<file path="src/hdl/hmr_apb_pkg.sv">
/*
 * APB register map of the TMR controller: bus widths, register
 * offsets and bit positions inside the config register
 */

`default_nettype none

package hmr_apb_pkg;

  localparam int unsigned AddrWidth = 8;
  localparam int unsigned DataWidth = 32;

  // Register offsets
  localparam logic [AddrWidth-1:0] RegEnable    = 8'h00;
  localparam logic [AddrWidth-1:0] RegConfig    = 8'h04;
  localparam logic [AddrWidth-1:0] RegStatus    = 8'h08;
  localparam logic [AddrWidth-1:0] RegMismatch0 = 8'h0C;
  localparam logic [AddrWidth-1:0] RegMismatch1 = 8'h10;
  localparam logic [AddrWidth-1:0] RegMismatch2 = 8'h14;

  // Config register bits
  localparam int unsigned CfgDelayResynch  = 0;
  localparam int unsigned CfgSetback       = 1;
  localparam int unsigned CfgReloadSetback = 2;
  localparam int unsigned CfgRapidRecovery = 3;
  localparam int unsigned CfgForceResynch  = 4;

endpackage

`default_nettype wire

</file>
<file path="src/hdl/hmr_tmr_pkg.sv">
/*
 * TMR group definitions: redundancy modes, core count, payload types
 * and the fixed control options of the lockstep controller
 */

`default_nettype none

package hmr_tmr_pkg;

  // Redundancy modes of the core group
  typedef enum logic [2:0] {
    NON_TMR    = 3'd0,
    TMR_RUN    = 3'd1,
    TMR_UNLOAD = 3'd2,
    TMR_RELOAD = 3'd3,
    TMR_RAPID  = 3'd4
  } tmr_mode_e;

  localparam int unsigned NumCores = 3;

  // Payloads compared by the voters
  typedef logic [31:0] data_t;
  typedef logic [15:0] pc_t;

  // Rapid recovery hardware is present
  localparam bit RapidRecovery = 1'b1;

  localparam tmr_mode_e DefaultMode = NON_TMR;

  // Mismatch counters saturate at all ones
  localparam int unsigned CntWidth = 8;

endpackage

`default_nettype wire
</file>
<file path="src/hdl/hmr_tmr_top.sv">
/*
 * TMR group controller: data and PC voters, APB registers and
 * the lockstep mode FSM
 */

`timescale 1ns/1ps
`default_nettype none

module hmr_tmr_top (
  input  logic                               clk_i,
  input  logic                               rst_ni,
  // APB slave
  input  logic [hmr_apb_pkg::AddrWidth-1:0]  paddr_i,
  input  logic                               psel_i,
  input  logic                               penable_i,
  input  logic                               pwrite_i,
  input  logic [hmr_apb_pkg::DataWidth-1:0]  pwdata_i,
  output logic [hmr_apb_pkg::DataWidth-1:0]  prdata_o,
  output logic                               pready_o,
  output logic                               pslverr_o,
  // Core results
  input  hmr_tmr_pkg::data_t                 core_data0_i,
  input  hmr_tmr_pkg::data_t                 core_data1_i,
  input  hmr_tmr_pkg::data_t                 core_data2_i,
  input  hmr_tmr_pkg::pc_t                   core_pc0_i,
  input  hmr_tmr_pkg::pc_t                   core_pc1_i,
  input  hmr_tmr_pkg::pc_t                   core_pc2_i,
  // External handshakes
  input  logic                               fetch_en_i,
  input  logic                               cores_synch_i,
  input  logic                               sp_store_is_zero_i,
  input  logic                               sp_store_will_be_zero_i,
  input  logic                               recovery_finished_i,
  output hmr_tmr_pkg::data_t                 voted_data_o,
  output hmr_tmr_pkg::pc_t                   voted_pc_o,
  output logic [2:0]                         setback_o,
  output logic                               sw_synch_req_o,
  output logic                               sw_resynch_req_o,
  output logic                               grp_in_independent_o,
  output logic                               recovery_request_o
);

  import hmr_tmr_pkg::*;

  logic [NumCores-1:0] data_err, pc_err;
  logic                data_fail, pc_fail;
  tmr_mode_e           mode;
  logic                force_resynch_clr;
  logic [NumCores-1:0] incr_mismatch;
  logic                tmr_enable, delay_resynch, setback_en;
  logic                reload_setback_en, rapid_recovery_en, force_resynch;

  hmr_tmr_voter #(
    .payload_t (data_t)
  ) u_data_voter (
    .clk_i,
    .rst_ni,
    .core0_i (core_data0_i),
    .core1_i (core_data1_i),
    .core2_i (core_data2_i),
    .vote_o  (voted_data_o),
    .err_o   (data_err),
    .fail_o  (data_fail)
  );

  hmr_tmr_voter #(
    .payload_t (pc_t)
  ) u_pc_voter (
    .clk_i,
    .rst_ni,
    .core0_i (core_pc0_i),
    .core1_i (core_pc1_i),
    .core2_i (core_pc2_i),
    .vote_o  (voted_pc_o),
    .err_o   (pc_err),
    .fail_o  (pc_fail)
  );

  hmr_tmr_regs u_regs (
    .clk_i,
    .rst_ni,
    .paddr_i,
    .psel_i,
    .penable_i,
    .pwrite_i,
    .pwdata_i,
    .prdata_o,
    .pready_o,
    .pslverr_o,
    .mode_i              (mode),
    .force_resynch_clr_i (force_resynch_clr),
    .incr_mismatch_i     (incr_mismatch),
    .tmr_enable_o        (tmr_enable),
    .delay_resynch_o     (delay_resynch),
    .setback_en_o        (setback_en),
    .reload_setback_en_o (reload_setback_en),
    .rapid_recovery_en_o (rapid_recovery_en),
    .force_resynch_o     (force_resynch)
  );

  hmr_tmr_ctrl u_ctrl (
    .clk_i,
    .rst_ni,
    .tmr_enable_i        (tmr_enable),
    .delay_resynch_i     (delay_resynch),
    .setback_en_i        (setback_en),
    .reload_setback_en_i (reload_setback_en),
    .rapid_recovery_en_i (rapid_recovery_en),
    .force_resynch_i     (force_resynch),
    .data_err_i          (data_err),
    .pc_err_i            (pc_err),
    .data_fail_i         (data_fail),
    .pc_fail_i           (pc_fail),
    .fetch_en_i,
    .cores_synch_i,
    .sp_store_is_zero_i,
    .sp_store_will_be_zero_i,
    .recovery_finished_i,
    .mode_o              (mode),
    .force_resynch_clr_o (force_resynch_clr),
    .incr_mismatch_o     (incr_mismatch),
    .setback_o,
    .sw_synch_req_o,
    .sw_resynch_req_o,
    .grp_in_independent_o,
    .recovery_request_o
  );

endmodule

`default_nettype wire

</file>
<file path="src/hdl/hmr_tmr_ctrl.sv">
/*
 * Lockstep mode FSM of the TMR group: moves between independent and
 * redundant execution and drives resynch, setback and recovery
 */

`timescale 1ns/1ps
`default_nettype none

module hmr_tmr_ctrl (
  input  logic                              clk_i,
  input  logic                              rst_ni,
  // Configuration from the register file
  input  logic                              tmr_enable_i,
  input  logic                              delay_resynch_i,
  input  logic                              setback_en_i,
  input  logic                              reload_setback_en_i,
  input  logic                              rapid_recovery_en_i,
  input  logic                              force_resynch_i,
  // Voter results
  input  logic [hmr_tmr_pkg::NumCores-1:0]  data_err_i,
  input  logic [hmr_tmr_pkg::NumCores-1:0]  pc_err_i,
  input  logic                              data_fail_i,
  input  logic                              pc_fail_i,
  // Core and state store handshakes
  input  logic                              fetch_en_i,
  input  logic                              cores_synch_i,
  input  logic                              sp_store_is_zero_i,
  input  logic                              sp_store_will_be_zero_i,
  input  logic                              recovery_finished_i,
  output hmr_tmr_pkg::tmr_mode_e            mode_o,
  output logic                              force_resynch_clr_o,
  output logic [hmr_tmr_pkg::NumCores-1:0]  incr_mismatch_o,
  output logic [2:0]                        setback_o,
  output logic                              sw_synch_req_o,
  output logic                              sw_resynch_req_o,
  output logic                              grp_in_independent_o,
  output logic                              recovery_request_o
);

  import hmr_tmr_pkg::*;

  tmr_mode_e           mode_d, mode_q;
  logic [NumCores-1:0] err;
  logic                single_mismatch;
  logic                failure;
  logic                synch_req, synch_req_q;
  logic                resynch_req, resynch_req_q;
  logic                cores_synch_q;

  // Both voters report against the same cores
  assign err             = data_err_i | pc_err_i;
  assign single_mismatch = $onehot(err);
  assign failure         = data_fail_i | pc_fail_i;

  assign resynch_req = (mode_q == TMR_UNLOAD);

  // Requests pulse only on entry into the requesting condition
  assign sw_synch_req_o   = synch_req & ~synch_req_q;
  assign sw_resynch_req_o = resynch_req & ~resynch_req_q;

  assign mode_o               = mode_q;
  assign grp_in_independent_o = (mode_q == NON_TMR);
  assign recovery_request_o   = (mode_q == TMR_RAPID);

  always_comb begin
    mode_d              = mode_q;
    setback_o           = 3'b000;
    incr_mismatch_o     = '0;
    force_resynch_clr_o = 1'b0;
    synch_req           = 1'b0;

    case (mode_q)
      TMR_RUN: begin
        if (force_resynch_i || single_mismatch) begin
          force_resynch_clr_o = force_resynch_i;
          if (single_mismatch) begin
            incr_mismatch_o = err;
          end
          if (rapid_recovery_en_i) begin
            mode_d = TMR_RAPID;
          end else if (!delay_resynch_i) begin
            mode_d = TMR_UNLOAD;
          end
        end
      end

      TMR_UNLOAD: begin
        // Store starts filling once the unload is done
        if (!sp_store_is_zero_i) begin
          mode_d = TMR_RELOAD;
          if (setback_en_i) begin
            setback_o = 3'b111;
          end
        end
      end

      TMR_RELOAD: begin
        if (sp_store_is_zero_i) begin
          mode_d = TMR_RUN;
        end else if ((single_mismatch || failure) && setback_en_i &&
                     reload_setback_en_i && !sp_store_will_be_zero_i) begin
          // Error during reload restarts it
          setback_o = 3'b111;
        end
      end

      TMR_RAPID: begin
        if (recovery_finished_i) begin
          mode_d = TMR_RUN;
        end
      end

      NON_TMR: begin
        if (tmr_enable_i) begin
          synch_req = 1'b1;
          if (cores_synch_q) begin
            if (rapid_recovery_en_i) begin
              mode_d = TMR_RAPID;
            end else begin
              mode_d = TMR_RELOAD;
              if (setback_en_i) begin
                setback_o = 3'b111;
              end
            end
          end
        end
      end

      default: mode_d = DefaultMode;
    endcase

    // Before core startup the enable bit sets the mode directly
    if (!fetch_en_i) begin
      synch_req = 1'b0;
      mode_d    = tmr_enable_i ? TMR_RUN : NON_TMR;
    end

    // Leave TMR at any time, the cores keep a correct state
    if (mode_q == TMR_RUN && !tmr_enable_i) begin
      mode_d = NON_TMR;
      if (setback_en_i) begin
        setback_o = 3'b110;
      end
    end
  end

  always_ff @(posedge clk_i or negedge rst_ni) begin
    if (!rst_ni) begin
      mode_q        <= DefaultMode;
      synch_req_q   <= 1'b0;
      resynch_req_q <= 1'b0;
      cores_synch_q <= 1'b0;
    end else begin
      mode_q        <= mode_d;
      synch_req_q   <= synch_req;
      resynch_req_q <= resynch_req;
      cores_synch_q <= cores_synch_i;
    end
  end

endmodule

`default_nettype wire

</file>
<file path="src/hdl/hmr_tmr_regs.sv">
/*
 * APB register file of the TMR controller: enable and config bits,
 * mode status and saturating per-core mismatch counters
 */

`timescale 1ns/1ps
`default_nettype none

module hmr_tmr_regs (
  input  logic                                clk_i,
  input  logic                                rst_ni,
  // APB slave
  input  logic [hmr_apb_pkg::AddrWidth-1:0]   paddr_i,
  input  logic                                psel_i,
  input  logic                                penable_i,
  input  logic                                pwrite_i,
  input  logic [hmr_apb_pkg::DataWidth-1:0]   pwdata_i,
  output logic [hmr_apb_pkg::DataWidth-1:0]   prdata_o,
  output logic                                pready_o,
  output logic                                pslverr_o,
  // From the control FSM
  input  hmr_tmr_pkg::tmr_mode_e              mode_i,
  input  logic                                force_resynch_clr_i,
  input  logic [hmr_tmr_pkg::NumCores-1:0]    incr_mismatch_i,
  // To the control FSM
  output logic                                tmr_enable_o,
  output logic                                delay_resynch_o,
  output logic                                setback_en_o,
  output logic                                reload_setback_en_o,
  output logic                                rapid_recovery_en_o,
  output logic                                force_resynch_o
);

  import hmr_tmr_pkg::*;
  import hmr_apb_pkg::*;

  localparam int unsigned CfgBits = CfgForceResynch + 1;

  logic                  access;
  logic                  wr_en;
  logic                  mapped;
  logic [DataWidth-1:0]  rdata;
  logic                  enable_q;
  logic [CfgBits-1:0]    cfg_q;
  logic [NumCores-1:0]   cnt_sel;
  logic [CntWidth-1:0]   cnt_q [NumCores];

  assign access = psel_i & penable_i;
  assign wr_en  = access & pwrite_i;

  assign cnt_sel[0] = (paddr_i == RegMismatch0);
  assign cnt_sel[1] = (paddr_i == RegMismatch1);
  assign cnt_sel[2] = (paddr_i == RegMismatch2);

  always_ff @(posedge clk_i or negedge rst_ni) begin
    if (!rst_ni) begin
      enable_q <= 1'b0;
      cfg_q    <= '0;
    end else begin
      if (force_resynch_clr_i) begin
        cfg_q[CfgForceResynch] <= 1'b0;
      end
      if (wr_en && paddr_i == RegEnable) begin
        enable_q <= pwdata_i[0];
      end
      if (wr_en && paddr_i == RegConfig) begin
        cfg_q <= pwdata_i[CfgBits-1:0];
      end
    end
  end

  // A write of any value clears a counter and wins over an increment
  always_ff @(posedge clk_i or negedge rst_ni) begin
    if (!rst_ni) begin
      for (int i = 0; i < NumCores; i++) begin
        cnt_q[i] <= '0;
      end
    end else begin
      for (int i = 0; i < NumCores; i++) begin
        if (wr_en && cnt_sel[i]) begin
          cnt_q[i] <= '0;
        end else if (incr_mismatch_i[i] && cnt_q[i] != '1) begin
          cnt_q[i] <= cnt_q[i] + 1'b1;
        end
      end
    end
  end

  // Read mux and address decode
  always_comb begin
    rdata  = '0;
    mapped = 1'b1;
    case (paddr_i)
      RegEnable:    rdata = DataWidth'(enable_q);
      RegConfig:    rdata = DataWidth'(cfg_q);
      RegStatus:    rdata = DataWidth'(mode_i);
      RegMismatch0: rdata = DataWidth'(cnt_q[0]);
      RegMismatch1: rdata = DataWidth'(cnt_q[1]);
      RegMismatch2: rdata = DataWidth'(cnt_q[2]);
      default:      mapped = 1'b0;
    endcase
  end

  // No wait states
  assign pready_o  = 1'b1;
  assign prdata_o  = access ? rdata : '0;
  assign pslverr_o = access & ~mapped;

  assign tmr_enable_o        = enable_q;
  assign delay_resynch_o     = cfg_q[CfgDelayResynch];
  assign setback_en_o        = cfg_q[CfgSetback];
  assign reload_setback_en_o = cfg_q[CfgReloadSetback];
  assign rapid_recovery_en_o = cfg_q[CfgRapidRecovery] & RapidRecovery;
  assign force_resynch_o     = cfg_q[CfgForceResynch];

endmodule

`default_nettype wire

</file>
<file path="src/hdl/hmr_tmr_voter.sv">
/*
 * Registered majority voter over three copies of a payload,
 * flags the disagreeing core or a total failure
 */

`timescale 1ns/1ps
`default_nettype none

module hmr_tmr_voter #(
  parameter type payload_t = hmr_tmr_pkg::data_t
) (
  input  logic       clk_i,
  input  logic       rst_ni,
  input  payload_t   core0_i,
  input  payload_t   core1_i,
  input  payload_t   core2_i,
  output payload_t   vote_o,
  output logic [2:0] err_o,
  output logic       fail_o
);

  logic       eq01, eq02, eq12;
  payload_t   vote_d;
  logic [2:0] err_d;
  logic       fail_d;

  assign eq01 = (core0_i == core1_i);
  assign eq02 = (core0_i == core2_i);
  assign eq12 = (core1_i == core2_i);

  always_comb begin
    vote_d = core0_i;
    err_d  = 3'b000;
    fail_d = 1'b0;
    if (eq01) begin
      err_d[2] = ~eq02;
    end else if (eq02) begin
      err_d[1] = 1'b1;
    end else if (eq12) begin
      vote_d   = core1_i;
      err_d[0] = 1'b1;
    end else begin
      // No two copies agree, pass core 0 through
      fail_d = 1'b1;
    end
  end

  always_ff @(posedge clk_i) begin
    vote_o <= vote_d;
  end

  always_ff @(posedge clk_i or negedge rst_ni) begin
    if (!rst_ni) begin
      err_o  <= 3'b000;
      fail_o <= 1'b0;
    end else begin
      err_o  <= err_d;
      fail_o <= fail_d;
    end
  end

endmodule

`default_nettype wire

</file>
<file path="config.mk">
export PLATFORM = sky130hd
export DESIGN_NAME = hmr_tmr_top
export DESIGN_NICKNAME = d
export VERILOG_FILES = /design/src/hdl/hmr_apb_pkg.sv /design/src/hdl/hmr_tmr_pkg.sv /design/src/hdl/hmr_tmr_top.sv /design/src/hdl/hmr_tmr_ctrl.sv /design/src/hdl/hmr_tmr_regs.sv /design/src/hdl/hmr_tmr_voter.sv
export SDC_FILE = /design/constraint.sdc
export NUM_CORES = 1
export LEC_CHECK = 0
export BUFFER_PORTS_ARGS = -buffer_cell sky130_fd_sc_hd__buf_4
export CAP_MARGIN = 10
export CORE_ASPECT_RATIO = 0.8
export CORE_MARGIN = 5
export CORE_UTILIZATION = 30
export CTS_CLUSTER_DIAMETER = 40
export DETAILED_ROUTE_END_ITERATION = 12
export HOLD_SLACK_MARGIN = 0.1
export PLACE_DENSITY = 0.6
export REMOVE_ABC_BUFFERS = 1
export SLEW_MARGIN = 40
export SYNTH_ARGS = -nofsm -noshare
export SYNTH_HDL_FRONTEND = slang
export SYNTH_SLANG_ARGS = --single-unit
</file>
<file path="constraint.sdc">
create_clock -name clk_i -period 4.4 [get_ports clk_i]
set_input_delay 0.44 -clock clk_i [delete_from_list [all_inputs] [get_ports clk_i]]
set_output_delay 0.44 -clock clk_i [all_outputs]
set_load 0.01 [all_outputs]
</file>
==> results.json <==
{
  "outcome": "finished clean",
  "critPathKind": "flip-flop to output port",
  "core_um2": 18900,
  "syn_area_um2": 5710,
  "final_nets": 996,
  "ys_seq_elements": 92,
  "synth_cell_types": 51,
  "drc": 0,
  "die-height_um": 133,
  "cts_root_buf": "clkbuf_16",
  "critical_path_arrival_ns": 2.87,
  "maxCapViolations": 0,
  "htreeDepth": 3,
  "post_cts_buffers": 0,
  "grt-ovfl-total": 0,
  "cp-start-kind": "flip-flop",
  "die_x_um": 164,
  "synthFlopType": "dfxtp_1",
  "clockPowerShare_pct": 35.4,
  "fillers": 1904,
  "antenna_cells": 0,
  "antenna_found_initial": 0,
  "numPortBuffers": 230,
  "gp_congestion": 0.805,
  "yosysWarnings": 0,
  "antenna_left": 0,
  "multi_input_area_um2": 3480,
  "cts_sinks": 92,
  "ys_seq_area_share_pct": 36.1,
  "numCtsBuffers": 9,
  "drv_slew": 0,
  "synth_commonest_cells": "xnor2_1, xor2_1, mux2_2",
  "first_pass_iters": 5,
  "rsz0062_at_grt": "false",
  "min_period_ns": 3.31,
  "num_io_pins": 283,
  "p_sw_share_pct": 27.4,
  "dp_hpwl_um": 14400,
  "hp-class": "input pin to flip-flop",
  "area_delta_synth_final_pct": 38.4,
  "setup_viol": 0,
  "place_ws_ns": 1.43,
  "synth.avg_cell_area_um2": 10.1,
  "synth_edf_count": 0,
  "ir_drop_mv": 0.166,
  "viasPerCell": 4.54,
  "clock_skew_ns": 0.00639,
  "first_global_vias": 4923,
  "wirelength_um": 17500,
  "power_mw": 2.09,
  "pwr-share-comb_pct": 21.8,
  "synth_top_area_cell": "dfrtp_1",
  "p_leak_nw": 3.40,
  "routedWlPerCell_um": 16.5,
  "post_cts_resized": 0,
  "drt_iter0_markers": 216,
  "cts_buffer_depth": 2,
  "cts_tree": "built",
  "clk_latency_ns": 0.35,
  "timing.final.ws_setup_ns": 1.09,
  "drive_above_1_share_pct": 39.0,
  "start_util_pct": 30.3,
  "fin_setup_tns_ns": 0,
  "utilization_pct": 41.9,
  "hold_viol_final": 0,
  "placementRows": 45,
  "track_usage_pct": 15.6,
  "cp_max_fo": 5,
  "p_switching_mw": 0.571,
  "maxSlewHeadroom_pct": 48.1,
  "cp_data_required_time_ns": 3.96,
  "post-synth-top-count-cell": "xnor2_1",
  "clk_pin_slew_worst_paths_ns": 0.07,
  "p_int_mw": 1.52,
  "p_per_area_nw_per_um2": 264,
  "yosysTopAreaCellShare_pct": 19.3,
  "grt_max_degree": 45,
  "period_share_pct": 75.3,
  "fmax_ghz": 0.302,
  "pwr-share-seq_pct": 42.8,
  "seqCellArea_um2": 2060,
  "end_kind": "output port",
  "synth.area.top_cells": "dfrtp_1, dfxtp_1, xnor2_1",
  "syn_inst": 566,
  "die-area_um2": 21900,
  "vias": 4820,
  "tightest_slew_ns": 0.772,
  "async_flop_share_pct": 47.8,
  "grt_pass1_wl_um": 26700
}
[final cells by class]
class	count	area share [%]
sequential	92	26.1
tap	258	4.08
inverter	9	0.427
clock buffer	14	3.21
timing repair buffer	232	22.1
clock inverter	2	0.158
multi-input combinational	454	44.0
[final timing paths]
kind	startpoint	end	slack [ns]	cells after the start
setup / recovery	u_pc_voter.err_o[1]	setback_o[1]	1.09	8
hold / removal	cores_synch_i	u_ctrl.cores_synch_q	0.20	1
setup reg to reg	u_pc_voter.err_o[1]	u_regs.cnt_q[6]	1.62	8
hold reg to reg	u_regs.cfg_q[0]	u_regs.cfg_q[0]	0.54	1
max in group asynchronous	rst_ni	u_data_voter.err_o[2]	3.37	2
min in group asynchronous	rst_ni	u_ctrl.resynch_req_q	0.62	2
[layout by cell type (no fill, tap or decap), types with 6 or more instances in the layout]
master     instances
xor2_1            76
buf_4            231
nand2_1           16
mux2_2            53
a21oi_1           10
nor2_1            41
nor2b_1            6
inv_1              9
o21ai_0            8
dfrtp_1           44
conb_1            25
nand3_1           15
xnor2_1           89
nand4_1           32
dfxtp_1           48
nor4_1            21
clkbuf_16          9
[critical path, cell delays in order, from the launching register on]
cell,delay [ns]
dfrtp_1,0.37
or2_2,0.32
fa_1,0.46
nor2b_1,0.21
o311ai_0,0.44
nand2_1,0.11
and4b_1,0.25
a31o_2,0.24
buf_4,0.14
[cell families after synthesis]
group / Yosys count / synth area share (%)
buffers and inverters: 43 / 4.75
AO/OA/AOI/OAI: 37 / 4.60
flip-flops: 92 / 36.1
adder cells (fa/ha/maj): 4 / 1.01
AND/OR/NAND/NOR: 164 / 16.4
multiplexers: 59 / 11.7
other: 2 / 0.131
XOR/XNOR: 165 / 25.3
[power by group through the flow]
stage                     Combinational [mW]  Clock (mW)  Sequential, mW
after floorplan                        0.183           0           0.918
after global placement                 0.450           0           0.911
after detailed placement               0.453           0           0.911
after CTS                              0.456       0.771           0.894
after global routing                   0.495       0.801           0.898
final                                  0.454       0.739           0.894
[metal layers]
metal / global-route usage [%] / part of all wire, % / vias up
met5: 0 / 0 / -
met4: 3.82 / 1.3 / 0
met3: 6.12 / 9.0 / 15
met2: 23.4 / 44 / 186
met1: 21.0 / 46 / 2218
li1: - / - / 2401
[metrics by stage]
step / std cells / hold WS, ns / instance area, um^2
6_report: 1061 / 0.198 / 7910
5_1_grt: 1061 / 0.178 / 7910
4_1_cts: 1061 / 0.180 / 7900
3_5_place_dp: 1044 / 0.480 / 7620
3_3_place_gp: 1044 / 0.478 / 7620
2_1_floorplan: 555 / 0.144 / 5560
[registers in the layout (all words and copies together) (netlist names)]
name,cells
u_regs.cnt_q,24
u_ctrl.mode_o,3
u_ctrl.synch_req_q,1
u_ctrl.resynch_req_q,1
u_data_voter.vote_o,32
u_pc_voter.fail_o,1
u_ctrl.cores_synch_q,1
u_data_voter.fail_o,1
u_pc_voter.err_o,3
u_data_voter.err_o,3
u_regs.tmr_enable_o,1
u_regs.cfg_q,5
u_pc_voter.vote_o,16
[repair_timing]
action,4_1_cts,5_1_grt
hold buffers,1,0
hold endpoints to repair,12,0
setup endpoints to repair,0,0
(Power assumes the default switching activity.)
